[config.mk]
export PLATFORM = sky130hd
export DESIGN_NAME = lcd_hvline
export DESIGN_NICKNAME = d
export VERILOG_FILES = /design/src/common/draw_pkg.sv /design/src/lcd/spi_byte_tx.sv /design/src/lcd/lcd_hvline.sv
export SDC_FILE = /design/constraint.sdc
export NUM_CORES = 1
export LEC_CHECK = 0
export ABC_AREA = 1
export BUFFER_PORTS_ARGS = -buffer_cell sky130_fd_sc_hd__buf_2
export CORE_ASPECT_RATIO = 1.5
export CORE_MARGIN = 3
export CORE_UTILIZATION = 63
export CTS_BUF_LIST = sky130_fd_sc_hd__clkbuf_4 sky130_fd_sc_hd__clkbuf_8
export CTS_CLUSTER_DIAMETER = 30
export CTS_CLUSTER_SIZE = 28
export DETAILED_ROUTE_END_ITERATION = 10
export GPL_ROUTABILITY_DRIVEN = 0
export PLACE_DENSITY = 0.94
export SLEW_MARGIN = 10
export SYNTH_ARGS = -nofsm -noshare
export SYNTH_HDL_FRONTEND = slang
export SYNTH_HIERARCHICAL = 1
export SYNTH_SLANG_ARGS = --single-unit
[constraint.sdc]
create_clock -name clk -period 7.4 [get_ports clk]
set_input_delay 1.48 -clock clk [delete_from_list [all_inputs] [get_ports clk]]
set_output_delay 1.48 -clock clk [all_outputs]
set_load 0.02 [all_outputs]
[src/common/draw_pkg.sv]
// polyline renderer shared definitions
`default_nettype none

package draw_pkg;

  // geometry
  localparam int coord_w     = 15;  // bit 15 of each point half is a flag
  localparam int point_depth = 256;
  localparam int point_aw    = 8;

  // host register map, byte offsets
  localparam logic [11:0] reg_ctrl   = 12'h000;  // bit 0 start
  localparam logic [11:0] reg_color  = 12'h004;  // 15:0 rgb565
  localparam logic [11:0] reg_status = 12'h008;  // bit 0 busy, 15:8 runs
  localparam logic [11:0] point_base = 12'h400;  // point ram window

  // point word layout
  //   14:0  x
  //   15    discontinue, pen up before this point
  //   30:16 y
  //   31    last point of the list

  typedef logic [coord_w-1:0] coord_t;

  typedef struct packed {
    coord_t      x0;
    coord_t      y0;
    coord_t      x1;
    coord_t      y1;
    logic [15:0] color;
  } line_req_t;

  typedef struct packed {
    coord_t           x;      // min corner
    coord_t           y;
    logic [coord_w:0] len;    // pixel count, never zero
    logic             vertical;
    logic [15:0]      color;
  } hvline_t;

  // st7789 commands used per run
  typedef enum logic [7:0] {
    op_caset = 8'h2A,
    op_raset = 8'h2B,
    op_ramwr = 8'h2C
  } lcd_op_e;

  typedef enum logic [2:0] {
    walk_idle, walk_fetch, walk_wait, walk_decode, walk_offer
  } walk_state_e;

  typedef enum logic [1:0] {bres_idle, bres_step, bres_emit} bres_state_e;

  typedef enum logic [1:0] {lcd_idle, lcd_send, lcd_gap} lcd_state_e;

endpackage

`default_nettype wire

[src/lcd/spi_byte_tx.sv]
// spi mode 3 byte shifter
`default_nettype none

module spi_byte_tx (
  input  logic       clk,
  input  logic       reset,
  input  logic [7:0] byte_in,
  input  logic       dc_in,
  input  logic       load,
  output logic       done,
  output logic       spi_clk,
  output logic       spi_mosi,
  output logic       spi_dc
);
  logic       active;
  logic [3:0] phase;  // half periods of spi_clk
  logic [7:0] sh;
  logic       dc_q;

  assign spi_mosi = sh[7];  // msb first
  assign spi_dc   = dc_q;

  always_ff @(posedge clk) begin
    if (reset) begin
      active  <= 1'b0;
      phase   <= '0;
      spi_clk <= 1'b1;  // idles high
      done    <= 1'b0;
    end else begin
      done <= 1'b0;
      if (!active) begin
        if (load) begin
          active  <= 1'b1;
          phase   <= '0;
          spi_clk <= 1'b0;  // first falling edge with bit 7
        end
      end else begin
        spi_clk <= ~spi_clk;  // clk/2
        phase   <= phase + 4'd1;
        if (phase == 4'd14) begin  // eighth rising edge
          active <= 1'b0;
          done   <= 1'b1;
        end
      end
    end
  end

  // data moves on the falling edge only
  always_ff @(posedge clk) begin
    if (!active && load) begin
      sh   <= byte_in;
      dc_q <= dc_in;
    end else if (active && spi_clk) begin
      sh <= {sh[6:0], 1'b0};
    end
  end

endmodule

`default_nettype wire

[src/lcd/lcd_hvline.sv]
// st7789 run writer
`default_nettype none

module lcd_hvline (
  input  logic              clk,
  input  logic              reset,
  input  draw_pkg::hvline_t run_i,
  input  logic              run_valid,
  output logic              run_ready,
  output logic              lcd_busy,
  output logic              spi_csn,
  output logic              spi_clk,
  output logic              spi_mosi,
  output logic              spi_dc
);
  import draw_pkg::*;

  lcd_state_e       state;
  hvline_t          run_q;
  logic             kick;       // first byte of a run
  logic             final_q;    // byte on the wire is the last one
  logic [3:0]       idx;        // 0..10 header, 11 pixels
  logic             lo;         // next pixel byte is the low one
  logic [coord_w:0] pix_cnt;    // pixels still to start
  logic [15:0]      xs, xe, ys, ye;
  logic [15:0]      span_end_x, span_end_y;
  logic [7:0]       tx_byte;
  logic             tx_dc;
  logic             load, done;

  assign run_ready = (state == lcd_idle);
  assign lcd_busy  = (state != lcd_idle);
  assign load      = (state == lcd_send) && !final_q && (kick || done);

  // address window, end = start + len - 1 on the run axis
  assign span_end_x = {1'b0, run_q.x} + run_q.len - 16'd1;
  assign span_end_y = {1'b0, run_q.y} + run_q.len - 16'd1;
  assign xs = {1'b0, run_q.x};
  assign ys = {1'b0, run_q.y};
  assign xe = run_q.vertical ? xs : span_end_x;
  assign ye = run_q.vertical ? span_end_y : ys;

  always_comb begin
    tx_dc = 1'b1;
    case (idx)
      4'd0:    begin tx_byte = op_caset; tx_dc = 1'b0; end
      4'd1:    tx_byte = xs[15:8];
      4'd2:    tx_byte = xs[7:0];
      4'd3:    tx_byte = xe[15:8];
      4'd4:    tx_byte = xe[7:0];
      4'd5:    begin tx_byte = op_raset; tx_dc = 1'b0; end
      4'd6:    tx_byte = ys[15:8];
      4'd7:    tx_byte = ys[7:0];
      4'd8:    tx_byte = ye[15:8];
      4'd9:    tx_byte = ye[7:0];
      4'd10:   begin tx_byte = op_ramwr; tx_dc = 1'b0; end
      default: tx_byte = lo ? run_q.color[7:0] : run_q.color[15:8];  // pixel, hi first
    endcase
  end

  always_ff @(posedge clk) begin
    if (reset) begin
      state   <= lcd_idle;
      spi_csn <= 1'b1;
      kick    <= 1'b0;
    end else begin
      kick <= 1'b0;
      case (state)
        lcd_idle: if (run_valid) begin
          state   <= lcd_send;
          spi_csn <= 1'b0;
          kick    <= 1'b1;
        end
        lcd_send: if (done && final_q) begin
          state   <= lcd_gap;
          spi_csn <= 1'b1;
        end
        lcd_gap: state <= lcd_idle;  // csn high through gap and idle
        default: state <= lcd_idle;
      endcase
    end
  end

  // byte sequencing
  always_ff @(posedge clk) begin
    if (state == lcd_idle && run_valid) begin
      run_q   <= run_i;
      idx     <= 4'd0;
      final_q <= 1'b0;
    end else if (load) begin
      if (idx != 4'd11) begin
        idx <= idx + 4'd1;
        if (idx == 4'd10) begin
          lo      <= 1'b0;
          pix_cnt <= run_q.len;
        end
      end else if (!lo) begin
        lo <= 1'b1;
      end else begin
        lo      <= 1'b0;
        pix_cnt <= pix_cnt - 1'b1;
        final_q <= (pix_cnt == 1);
      end
    end
  end

  spi_byte_tx spi_byte_tx_i (
    .clk      (clk),
    .reset    (reset),
    .byte_in  (tx_byte),
    .dc_in    (tx_dc),
    .load     (load),
    .done     (done),
    .spi_clk  (spi_clk),
    .spi_mosi (spi_mosi),
    .spi_dc   (spi_dc)
  );

endmodule

`default_nettype wire

After elaboration in Yosys (flattened, before gate mapping):

Cells that the tools add are included.

* input bits: 66
* output and inout bits: 6
* word-level logic and storage cells: 100
* register bits: 105

* muxes and demuxes: 28
* eq/ne operators: 17
* $add $sub $neg: 7
* bitwise operators: 5
* reduce and logical (&&, ||, !) cells: 25

Operator list (number)
* $pmux 8 s11: 1
* $mux 16: 5
* $sub 16x1->16 const B: 3
* $add 15x16->16: 2
* $mux 8: 3
* $eq 16x1->1 const B: 1
* $eq 4x3->1 const B: 4
* $eq 4x4->1 const B: 4
* $mux 1: 13
* $reduce_bool 2->1: 5
* $reduce_and 3->1: 3
* $add 4x1->4 const B: 2
* $eq 4x2->1 const B: 2
* $mux 4: 2
* $logic_and 1x1->1: 6
* $not 1->1: 5
* $eq 4x1->1 const B: 1
* $logic_not 4->1: 1
* $mux 2: 2
* $ne 2x1->1 const B: 2
* $ne 4x4->1 const B: 1
* $pmux 2 s2: 1
* $reduce_and 2->1: 2
* $reduce_and 4->1: 1
* 8 further kinds: 10

Depth between registers and ports, before layout:

Gate-level depths: netlist of the first run.

* depth in word-level cells: 5
* gate-level depth with buffers: 20
* gate-level depth less buffers: 20

Cells and area by module:

Netlist of the first run, hierarchy kept.

Modules (own cells, without submodules)
* lcd_hvline: cells each 869, times used 1, sequential area each 2582.5 um^2, area an instance 6597.6 um^2
* spi_byte_tx: cells each 76, times used 1, sequential area each 410.4 um^2, area an instance 688.2 um^2

Least setup slack after synthesis of the first run:

OpenSTA, ideal clock, no wires.

* path kind: input port to flip-flop
* start: input run_valid
* end: register run_q[0] (netlist bit) (enable)
* slack: 4.088 ns
* data arrival time: 2.894 ns
* library setup time: 0.418 ns
* path buffers: 0
* required time: 6.982 ns
* cell stages on the path: 2
* cell sequence: nand2_1 inv_1

* word-level cells in the longest chain between the ends: 1

Ends and longest elaborated chain
* from (decl): line lcd_hvline.sv:8 `input logic run_valid,`
* $logic_and 1x1->1: line lcd_hvline.sv:86 `if (state == lcd_idle && run_valid) begin`
* to (signal assigned): line lcd_hvline.sv:87 `run_q <= run_i;`
* to (decl): line lcd_hvline.sv:19 `hvline_t run_q;`

No other way between the ends.
A chain may end at the register's enable or synchronous reset.

Worst setup path in the final report of the first run:

* start: register idx[1]
* end: register pix_cnt[3] (enable)

* word-level cells in the longest chain between the ends: 3
* elaborated cells on any way between the ends: 5
* those cells by class: eq/ne: 3; reduce/logical: 2

Ends and longest elaborated chain
* from (decl): line lcd_hvline.sv:22 `logic [3:0] idx;`
* from (signal assigned): line lcd_hvline.sv:92 `idx <= idx + 4'd1;`
* $ne 4x4->1 / $eq 4x4->1 (equally long branches): line lcd_hvline.sv:91, lcd_hvline.sv:93
* $ne 2x1->1 (no source line) / $reduce_bool 2->1 (equally long branches)
* $reduce_and 4->1 (no source line) *
* to (signal assigned): line lcd_hvline.sv:95 `pix_cnt <= run_q.len;`
* to (signal assigned): line lcd_hvline.sv:101 `pix_cnt <= pix_cnt - 1'b1;`
* to (decl): line lcd_hvline.sv:24 `logic [coord_w:0] pix_cnt;`

Every way passes the cells marked *; elsewhere a longest branch is shown, timed or not.

==> summary.txt, run 1 <==
Logic synthesis
  – Avg Inst Size Synth: 7.710 um2
  – Syn_nets: 1079
  – Post-synthesis instance total: 945
  – Warnings from Yosys: 6
  – Sequential cell area fraction in the yosys report: 0.4108
  – Async set-reset flop share out of synthesis: 0
  – Synth area leaders: edfxtp_1, nand2_1, ha_1, inv_1, dfxtp_1
  – EDFF count, synth: 89
  – Synth Cell Area: 0.007286 mm2
  – Dominant cell type by area after synthesis: edfxtp_1
  – Area share of the largest cell type after synthesis: 0.3668
  – Top FF cell, synth: edfxtp_1
  – Number of library cell types mapped by synthesis: 41
  – Yosys reg bits: 105

Global routing
  – Initial antenna violation count: 0
  – Grt total ovfl: 0
  – First-pass GRT wire length: 30060 um
  – Gr usage total: 0.3017
  – Vias in the first global route: 6569
  – Pin count of the biggest net entering global routing: 66

Detailed routing
  – Avg WL per Cell: 15.80 um
  – Iter 0 DRT Violations: 613
  – Mean number of vias per cell: 5.733
  – Residual DRC: 0
  – Wire length on met3: 1452 um
  – Met1 wire length: 6471 um
  – Via count: 6702
  – Top sig layer: met4
  – Detailed Route WL: 18470 um
  – Met2 wire len: 9283 um
  – DRT Pass-1 Iters: 8
  – Final ANT Viol Nets: 0

Floorplanning
  – Die area: 0.01292 mm2
  – Die H: 137.7 um
  – Core ar.: 0.01117 mm2
  – Ports: 72
  – # rows: 47
  – Initial core utilization: 0.6521
  – DIE WIDTH: 93.81 um

Critical path
  – Crit Path Category: reg -> reg
  – CP arrival: 3300 ps
  – Critical path's slowest cell: nor2_1
  – Crit-path max FO: 24
  – Worst path cell trace: ha_1 > inv_1 > nor2_1 > inv_2 > a21oi_1 > inv_1 > nor2_1
  – CP peak stage delay: 900 ps
  – Crit end category: flip-flop
  – Crit start category: flip-flop
  – CP top delay family: simple AND/OR/NAND/NOR gates
  – Data required, critical path: 7410 ps
  – CP bufs+invs: 3

Power
  – Seq pwr share: 0.482
  – VDD IR max: 0.1998 mV
  – Combinational share of power: 0.266
  – Switch Pwr: 0.4892 mW
  – Clock power share: 0.252
  – Lkg Pwr: 3.930 nW
  – Sw Ratio: 0.3422
  – Tot Pwr: 1.430 mW
  – Power Density: 179.2 mW/mm2
  – Int Pwr: 0.9404 mW

Finish
  – FILL cells: 893
  – Sequential Area: 0.002993 mm2
  – Area growth, synth to finish: 9.531%
  – Layout cells sized above 1: 0.1145
  – Commonest non-fill, non-tap cell in the layout: nand2_1
  – Number of diodes: 0
  – Commonest cells after routing, fill and taps aside: nand2_1, inv_1, edfxtp_1, nor2_1, buf_2
  – Nets: 1151
  – Multi-input logic area: 0.003495 mm2

Timing
  – Post-layout min period: 3286 ps
  – Clock skew: 22.02 ps
  – Final hold vios: 0
  – Post-Route Setup TNS: 0 ps
  – Relative slew slack: 0.1938
  – Max Slew Vio Count: 0
  – Hold_ws: 502.5 ps
  – Setup-failing EPs final: 0
  – Max Freq: 0.3043 GHz
  – Tcrit/Tclk final: 0.4441
  – Worst slew pin tran: 1205 ps
  – RSZ-0062 raised after global routing: false

Clocking
  – CTS resizes: 0
  – CTS max path bufs: 2
  – Inserted Clock Buffers: 9
  – # hold bufs at CTS: 0
  – Clk sinks: 105
  – Root Driver: clkbuf_8
  – Clock-pin transition on the worst setup and hold timing paths: 120 ps
  – Worst-Skew Late Latency: 410 ps
  – Post-CTS setup buffer count: 0
  – TritonCTS clock tree: done
  – Htree depth: 3

Worst hold path
  – Tightest Hold Check Type: reg -> reg

Flow run
  – Maximum Capacitance Violations: 0

Place
  – Port Buffers: 71
  – HPWL reported at the end of detailed placement: 14340 um

Outcome
  – Outcome: finished, final reports clean
-- flip-flops by register name (all words and copies together), names as in the netlist --
signal and flops:
final_q 1, spi_byte_tx_i/active 1, pix_cnt 16, idx 4
spi_byte_tx_i/sh 8, kick 1, run_q 63, spi_byte_tx_i/phase 4
state 2, spi_byte_tx_i/spi_dc 1, spi_byte_tx_i/spi_clk 1, lo 1
spi_byte_tx_i/done 1, spi_csn 1
-- synth_stat cells (2+ instances only) --
| master | n |
|---|---|
| nand3_1 | 64 |
| a21oi_1 | 53 |
| xor2_1 | 11 |
| inv_1 | 190 |
| o22ai_1 | 8 |
| or2_2 | 3 |
| buf_2 | 2 |
| nor2_1 | 76 |
| o21ai_0 | 34 |
| o211ai_1 | 8 |
| nor2_4 | 3 |
| xnor2_1 | 3 |
| nor3b_1 | 2 |
| edfxtp_1 | 89 |
| fa_1 | 2 |
| a31oi_1 | 2 |
| clkinv_1 | 3 |
| inv_2 | 5 |
| nor4_1 | 2 |
| nand2_1 | 238 |
| nor3_1 | 8 |
| dfxtp_1 | 16 |
| o21a_1 | 2 |
| nand2_2 | 10 |
| ha_1 | 66 |
| nand4_1 | 17 |
| a211oi_1 | 2 |
| clkbuf_1 | 7 |
| nor2_2 | 4 |
| nand3b_1 | 4 |
-- logic make-up after synthesis --
| group | synth area share |
|---|---|
| AOI/OAI and AO/OA | 0.08501 |
| xor gates and xnor gates | 0.01683 |
| adders and majority gates | 0.1188 |
| buffers and inverters | 0.1096 |
| DFF | 0.4108 |
| and+or+nand+nor | 0.2590 |
-- per-layer routing --
metal	global-route usage	vias to the layer above
li1	-	3205
met1	0.3278	3004
met2	0.5219	378
met3	0.06175	115
met4	0.2064	0
met5	0	-
-- final cells by class --
class	instances	share of cell area
Multi-Input combinational cell	631	0.4379
Sequential cell	105	0.3750
Clock inverter	7	0.009878
Inverter	198	0.09313
Tap cell	147	0.02305
Timing Repair Buffer	72	0.04547
Clock buffer	9	0.01552
-- stage by stage --
step           std cells  setup slack [ps]    util  cell area, um2
2_1_floorplan        945              4088       -            7286
3_3_place_gp        1153              4302  0.6961            7777
3_5_place_dp        1153              4159  0.6961            7777
4_1_cts             1169              4108  0.7142            7980
5_1_grt             1169              3728  0.7142            7980
6_report            1169              4114  0.7142            7980
-- worst reg2reg max path, delay by kind of cell (launching register included) --
family                     cells  cell delay, ps
DFF                            1             410
adders and majority gates      1             300
AOI/OAI and AO/OA              1             290
and+or+nand+nor                2            1450
buffers and inverters          3             450
-- final timing paths --
kind	to	startpoint	slack [ps]	cells past startpoint
hold / removal	spi_csn	spi_csn	500	2
hold reg to reg	spi_csn	spi_csn	500	2
setup reg to reg	pix_cnt[3]	idx[1]	4110	7
setup / recovery	pix_cnt[3]	idx[1]	4110	7
-- power by group through the flow --
stage / logic, mW / registers, mW / clock network (mW)
floorplan: 0.267 / 0.697 / 0
global placement: 0.350 / 0.701 / 0
detailed placement: 0.364 / 0.702 / 0
CTS: 0.369 / 0.688 / 0.364
global route: 0.428 / 0.691 / 0.388
finish: 0.380 / 0.689 / 0.361
Power figures use the tool's default switching activity.
==> run 2, diff against run 1 <==
--- a/config.mk
+++ b/config.mk
@@ -9,13 +9,13 @@
 export BUFFER_PORTS_ARGS = -buffer_cell sky130_fd_sc_hd__buf_2
 export CORE_ASPECT_RATIO = 1.5
 export CORE_MARGIN = 3
-export CORE_UTILIZATION = 63
+export CORE_UTILIZATION = 62
 export CTS_BUF_LIST = sky130_fd_sc_hd__clkbuf_4 sky130_fd_sc_hd__clkbuf_8
 export CTS_CLUSTER_DIAMETER = 30
 export CTS_CLUSTER_SIZE = 28
 export DETAILED_ROUTE_END_ITERATION = 10
 export GPL_ROUTABILITY_DRIVEN = 0
-export PLACE_DENSITY = 0.94
+export PLACE_DENSITY = 0.93
 export SLEW_MARGIN = 10
 export SYNTH_ARGS = -nofsm -noshare
 export SYNTH_HDL_FRONTEND = slang
==> constraint.sdc (replaced) <==
create_clock -name clk -period 3.2 [get_ports clk]
set_input_delay 0.64 -clock clk [delete_from_list [all_inputs] [get_ports clk]]
set_output_delay 0.64 -clock clk [all_outputs]
set_load 0.02 [all_outputs]
==> run 2 against run 1 <==
  * Final area grew 0.56%
  * Non-clock buffer count grew 4
  * Sequential cell count is the same
  * Core utilization is essentially flat
  * Critical endpoint is now spi_byte_tx_i/sh[6]
==> summary.txt, run 2 (synthesized netlist as in run 1, its figures left out) <==
Critical path
  – Crit start category: flip-flop
  – CP bufs+invs: 2 (-1)
  – Crit end category: flip-flop
  – Crit Path Category: reg -> reg
  – R2R Setup Slk: 370 ps (-3750 ps)
  – CP arrival: 2990 ps (-310 ps)
  – Critical path's slowest cell: edfxtp_1
  – Crit-path max FO: 4 (-83%)
  – CP peak stage delay: 390 ps (-510 ps)
  – Data required, critical path: 3350 ps (-4060 ps)
  – Worst path cell trace: inv_1 > ha_1 > inv_1 > ha_1 > nand2_1 > nor2_1 > nand2_1 > nand3_1 > nand2_1 > nand3_1 > nand2_1 > nand2_1 > nor2_1 > nand4_1 > nand2_1 > nand2_1
  – CP top delay family: simple AND/OR/NAND/NOR gates
  – Most used cell, CP: nand2_1

Finish
  – Commonest non-fill, non-tap cell in the layout: nand2_1
  – Area growth, synth to finish: 10.15%
  – Largest regs: run_q: 63 flops, pix_cnt: 16 flops, spi_byte_tx_i/sh: 8 flops
  – Layout cells sized above 1: 0.1179 (+0.003452)
  – Max reg flops: 63 (unchanged)
  – Nets: 1155 (+0.35%)
  – Number of diodes: 0 (unchanged)
  – Post-layout instance area: 0.008025 mm2 (+0.56%)
  – Commonest cells after routing, fill and taps aside: nand2_1, inv_1, edfxtp_1, nor2_1, buf_2
  – Biggest register: run_q

Timing
  – Hold_ws: 421.6 ps (-80.91 ps)
  – Worst slew pin tran: 561.9 ps (-642.9 ps)
  – Final hold vios: 0 (unchanged)
  – Max Slew Vio Count: 0 (unchanged)
  – Relative slew slack: 0.6220 (+0.4281)
  – Tcrit/Tclk final: 0.8855 (+0.4415)
  – Max Freq: 0.3529 GHz (+16%)
  – Setup-failing EPs final: 0 (unchanged)
  – Clock skew: 14.28 ps (-7.734 ps)
  – Post-layout min period: 2834 ps (-452.3 ps)
  – Post-Route Setup TNS: 0 ps (unchanged)
  – RSZ-0062 raised after global routing: false

Detailed routing
  – Detailed Route WL: 18700 um (+1.3%)
  – DRT Pass-1 Iters: 6 (-2)
  – Mean number of vias per cell: 5.787 (+0.94%)
  – Final ANT Viol Nets: 0 (unchanged)
  – Residual DRC: 0 (unchanged)
  – Iter 0 DRT Violations: 707 (+15%)
  – Via count: 6788 (+1.3%)
  – Avg WL per Cell: 15.94 um (+0.91%)

Global routing
  – Initial antenna violation count: 0 (unchanged)
  – Vias in the first global route: 6682 (+1.7%)
  – First-pass GRT wire length: 30500 um (+1.5%)
  – Gr usage total: 0.2970 (-0.004731)
  – Pin count of the biggest net entering global routing: 46 (-30%)
  – Grt total ovfl: 0 (unchanged)

Floorplanning
  – Die H: 138.8 um (+0.77%)
  – Initial core utilization: 0.6487 (-0.003414)
  – DIE WIDTH: 94.51 um (+0.75%)
  – Die area: 0.01311 mm2 (+1.5%)
  – # rows: 47 (unchanged)
  – Ports: 72 (unchanged)
  – Core ar.: 0.01123 mm2 (+0.53%)

Power
  – VDD IR max: 0.3110 mV (+56%)
  – Tot Pwr: 3.298 mW (+130%)
  – Lkg Pwr: 3.954 nW (+0.61%)
  – Power Density: 411.0 mW/mm2 (+130%)

Clocking
  – CTS resizes: 0 (unchanged)
  – CTS max path bufs: 2 (unchanged)
  – TritonCTS clock tree: done
  – # hold bufs at CTS: 0 (unchanged)
  – Htree depth: 3 (unchanged)
  – Root Driver: clkbuf_8
  – Clock-pin transition on the worst setup and hold timing paths: 110 ps (about the same)
  – Worst-Skew Late Latency: 380 ps (-30 ps)
  – Clk sinks: 105 (unchanged)
  – Post-CTS setup buffer count: 0 (unchanged)
  – Inserted Clock Buffers: 9 (unchanged)

Place
  – Total placed instance area: 0.007820 mm2 (+0.55%)
  – Port Buffers: 71 (unchanged)
  – HPWL reported at the end of detailed placement: 14290 um (-0.33%)

Outcome
  – Outcome: finished, final reports clean

Flow run
  – Maximum Capacitance Violations: 0 (unchanged)

Worst hold path
  – Tightest Hold Check Type: in -> reg
[run 2: cell count changes in the layout (fill, tap and decap cells not counted)]
cell | before | now
inv_4 | 1 | 0
buf_12 | 0 | 1
clkinv_4 | 0 | 2
buf_4 | 1 | 4
inv_6 | 2 | 1
[run 2: routing by layer]
metal	vias up	part of all wire	global-route usage	wire length, um
met3	123	0.081	0.04560	1524
met5	-	0	0	0
met4	0	0.074	0.1985	1392
met1	3050	0.35	0.3449	6586
li1	3213	-	-	-
met2	402	0.49	0.4966	9197
[run 2: path summary, 6_finish.rpt]
path | start | to | cells after the start
worst min-delay path | run_i[11] | run_q[11] | 1
worst min register to register | spi_csn | spi_csn | 2
worst max register to register | run_q[52] | spi_byte_tx_i/sh[6] | 16
worst max-delay path | run_q[52] | spi_byte_tx_i/sh[6] | 16
[run 2: cell type report]
cell class | instances | area [um2]
inverter | 198 | 743.2
sequential | 105 | 2993
fill | 851 | 3207
timing repair buffer | 76 | 405.4
clock buffer | 9 | 123.9
clock inverter | 7 | 81.33
tap | 147 | 183.9
multi-input combinational | 631 | 3495
[run 2: report_power, final]
group	leakage [nW]	switching [mW]	internal [mW]
combinational	2.88	0.577	0.309
clock	0.103	0.513	0.312
sequential	0.971	0.0318	1.56
total	3.95	1.12	2.18
[run 2: through the flow]
step	std cells	utilization	worst slack, ps
2_1_floorplan	945	-	610.6
3_3_place_gp	1157	0.6962	551.9
3_5_place_dp	1157	0.6962	486.7
4_1_cts	1173	0.7145	459.8
5_1_grt	1173	0.7145	155.1
6_report	1173	0.7145	366.3
==> run 3, diff against run 2 <==
--- a/config.mk
+++ b/config.mk
@@ -5,17 +5,16 @@
 export SDC_FILE = /design/constraint.sdc
 export NUM_CORES = 1
 export LEC_CHECK = 0
-export ABC_AREA = 1
 export BUFFER_PORTS_ARGS = -buffer_cell sky130_fd_sc_hd__buf_2
 export CORE_ASPECT_RATIO = 1.5
 export CORE_MARGIN = 3
-export CORE_UTILIZATION = 62
+export CORE_UTILIZATION = 60
 export CTS_BUF_LIST = sky130_fd_sc_hd__clkbuf_4 sky130_fd_sc_hd__clkbuf_8
 export CTS_CLUSTER_DIAMETER = 30
 export CTS_CLUSTER_SIZE = 28
 export DETAILED_ROUTE_END_ITERATION = 10
 export GPL_ROUTABILITY_DRIVEN = 0
-export PLACE_DENSITY = 0.93
+export PLACE_DENSITY = 0.91
 export SLEW_MARGIN = 10
 export SYNTH_ARGS = -nofsm -noshare
 export SYNTH_HDL_FRONTEND = slang
==> constraint.sdc (replaced) <==
create_clock -name clk -period 3.2 [get_ports clk]
set_input_delay 0.64 -clock clk [delete_from_list [all_inputs] [get_ports clk]]
set_output_delay 0.64 -clock clk [all_outputs]
set_load 0.05 [all_outputs]
==> run 3 against run 2 <==
  * Global-route usage fell by 0.99 points
  * Cell count fell by 17%
  * Non-clock buffer count rose by 14
  * Critical endpoint is now spi_byte_tx_i/sh[2]
==> summary.txt, run 3 <==
Outcome
  – Outcome: finished, final reports clean

Global routing
  – Vias in the first global route: 6015 (-10%)
  – Pin count of the biggest net entering global routing: 70 (+52%)
  – First-pass GRT wire length: 29210 um (-4.3%)
  – Grt total ovfl: 0 (unchanged)
  – Gr usage total: 0.2871 (-0.009950)
  – Initial antenna violation count: 0 (unchanged)

Logic synthesis
  – Dominant cell type by area after synthesis: edfxtp_1
  – Area share of the largest cell type after synthesis: 0.3724 (+0.005629)
  – Number of library cell types mapped by synthesis: 68 (+66%)
  – Synth Cell Area: 0.007176 mm2 (-1.5%)
  – Avg Inst Size Synth: 9.568 um2 (+24%)
  – Yosys reg bits: 105 (unchanged)
  – Top FF cell, synth: edfxtp_1
  – Post-synthesis instance total: 750 (-21%)
  – Warnings from Yosys: 6 (unchanged)
  – Sequential cell area fraction in the yosys report: 0.4171 (+0.006303)
  – Async set-reset flop share out of synthesis: 0 (unchanged)
  – Most common cell in the netlist: inv_1
  – Synth cell count leaders: inv_1, edfxtp_1, ha_1
  – Syn_nets: 884 (-18%)
  – EDFF count, synth: 89 (unchanged)
  – Synth area leaders: edfxtp_1, ha_1, inv_1, dfxtp_1, a21oi_1

Detailed routing
  – Via count: 6097 (-10%)
  – Final ANT Viol Nets: 0 (unchanged)
  – Residual DRC: 0 (unchanged)
  – Mean number of vias per cell: 6.234 (+7.7%)
  – Iter 0 DRT Violations: 662 (-6.4%)
  – Detailed Route WL: 18610 um (-0.48%)
  – DRT Pass-1 Iters: 5 (-1)
  – Avg WL per Cell: 19.03 um (+19%)

Power
  – Lkg Pwr: 3.432 nW (-13%)
  – VDD IR max: 0.3600 mV (+16%)
  – Tot Pwr: 3.195 mW (-3.1%)
  – Power Density: 403.5 mW/mm2 (-1.8%)

Finish
  – Area growth, synth to finish: 10.34%
  – Nets: 957 (-17%)
  – Commonest cells after routing, fill and taps aside: inv_1, edfxtp_1, buf_2, ha_1, nand2_1
  – Post-layout instance area: 0.007918 mm2 (-1.3%)
  – Biggest register: run_q
  – Commonest non-fill, non-tap cell in the layout: inv_1
  – Max reg flops: 63 (unchanged)
  – Layout cells sized above 1: 0.1558 (+0.03786)
  – Number of diodes: 0 (unchanged)
  – Largest regs: run_q: 63 flops, pix_cnt: 16 flops, spi_byte_tx_i/sh: 8 flops
  – Finished Layout Cells: 978 (-17%)

Clocking
  – Clock-pin transition on the worst setup and hold timing paths: 110 ps (about the same)
  – Inserted Clock Buffers: 9 (unchanged)
  – Clk sinks: 105 (unchanged)
  – Worst-Skew Late Latency: 390 ps (about the same)
  – CTS max path bufs: 2 (unchanged)
  – Root Driver: clkbuf_8
  – # hold bufs at CTS: 0 (unchanged)
  – TritonCTS clock tree: done
  – Htree depth: 3 (unchanged)

Floorplanning
  – Ports: 72 (unchanged)
  – Core ar.: 0.01159 mm2 (+3.2%)
  – Die H: 139.9 um (+0.84%)
  – DIE WIDTH: 95.29 um (+0.83%)
  – Die area: 0.01333 mm2 (+1.7%)
  – # rows: 48 (+2.1%)
  – Initial core utilization: 0.6191 (-0.02959)

Timing
  – Max Slew Vio Count: 0 (unchanged)
  – Max Freq: 0.3173 GHz (-10%)
  – Post-Route Setup TNS: 0 ps (unchanged)
  – Clock skew: 16.26 ps (+1.974 ps)
  – Setup-failing EPs final: 0 (unchanged)
  – Post-layout min period: 3151 ps (+317.5 ps)
  – Tcrit/Tclk final: 0.9848 (+0.09923)
  – Relative slew slack: 0.4220 (-0.2000)
  – Final hold vios: 0 (unchanged)
  – Worst slew pin tran: 867.0 ps (+305.1 ps)

Critical path
  – Setup crit start: run_q[18]
  – Crit-path max FO: 3 (-1)
  – Crit Path Category: reg -> reg
  – Crit end category: flip-flop
  – Reg2reg start: run_q[18]
  – Data required, critical path: 3350 ps (about the same)
  – Crit start category: flip-flop
  – CP arrival: 3300 ps (+310 ps)

Worst hold path
  – Tightest Hold Check Type: in -> reg
  – Hold Path Origin: run_i[35]

Flow run
  – Maximum Capacitance Violations: 0 (unchanged)

Place
  – Port Buffers: 71 (unchanged)
  – Total placed instance area: 0.007702 mm2 (-1.5%)
  – HPWL reported at the end of detailed placement: 14400 um (+0.76%)
  – Cells after DPL: 962 (-17%)
[run 3: layout make-up]
cell class	instances	area (um2)
tap	150	187.7
inverter	116	435.4
multi-input combinational	501	3628
timing repair buffer	90	498.0
clock inverter	6	43.79
fill	818	3674
clock buffer	10	131.4
sequential	105	2993
[run 3: critical path, stage by stage, from the launching register on]
cell and delay (ps):
edfxtp_1 410, inv_1 110, ha_1 230, inv_1 60
ha_1 220, inv_1 80, fa_2 530, nor2_1 40
a21oi_1 140, nor2_1 70, a21oi_1 140, o2111ai_1 240
a211oi_1 290, a22oi_1 100, mux2_4 260
[run 3: per-layer routing]
layer | routed length (um) | global-route usage
met5 | 0 | 0
met4 | 1362 | 0.1901
met3 | 1342 | 0.05588
met2 | 9505 | 0.4832
met1 | 6399 | 0.3222
[run 3: logic make-up (layout without fill, tap and decap cells)]
| logic type | Yosys count | count (layout) | share of synthesized area |
|---|---|---|---|
| AO/OA/AOI/OAI | 197 | 197 | 0.1833 |
| AND/OR/NAND/NOR | 183 | 183 | 0.1226 |
| buffers and inverters | 144 | 222 | 0.08300 |
| flip-flops | 105 | 105 | 0.4171 |
| adder cells (fa/ha/maj) | 68 | 68 | 0.1207 |
| XOR/XNOR | 32 | 32 | 0.03906 |
| multiplexers | 21 | 21 | 0.03435 |
[run 3: path summary, 6_finish.rpt]
path	end	slack, ps	cells after the start
worst max-delay path	spi_byte_tx_i/sh[2]	50	14
worst min-delay path	run_q[35]	420	1
worst max register to register	spi_byte_tx_i/sh[2]	50	14
worst min register to register	state[0]	500	1
[run 3: report_power, final]
part           leakage (nW)  switching, mW  internal, mW
clock                0.0852          0.473         0.295
sequential            0.964         0.0450          1.55
combinational          2.38          0.494         0.338
[run 3: repair_timing]
action | CTS | global route
resized for setup | 0 | 9
endpoints found under the setup margin | 0 | 5
setup buffers | 0 | 0
[run 3: metrics by stage]
stage	hold WS, ps	utilization	setup slack, ps
2_1_floorplan	447.7	-	405.4
3_3_place_gp	480.5	0.6645	180.9
3_5_place_dp	490.7	0.6645	19.80
4_1_cts	407.4	0.6796	32.83
5_1_grt	401.2	0.6831	-41.94
6_report	418.6	0.6831	48.76
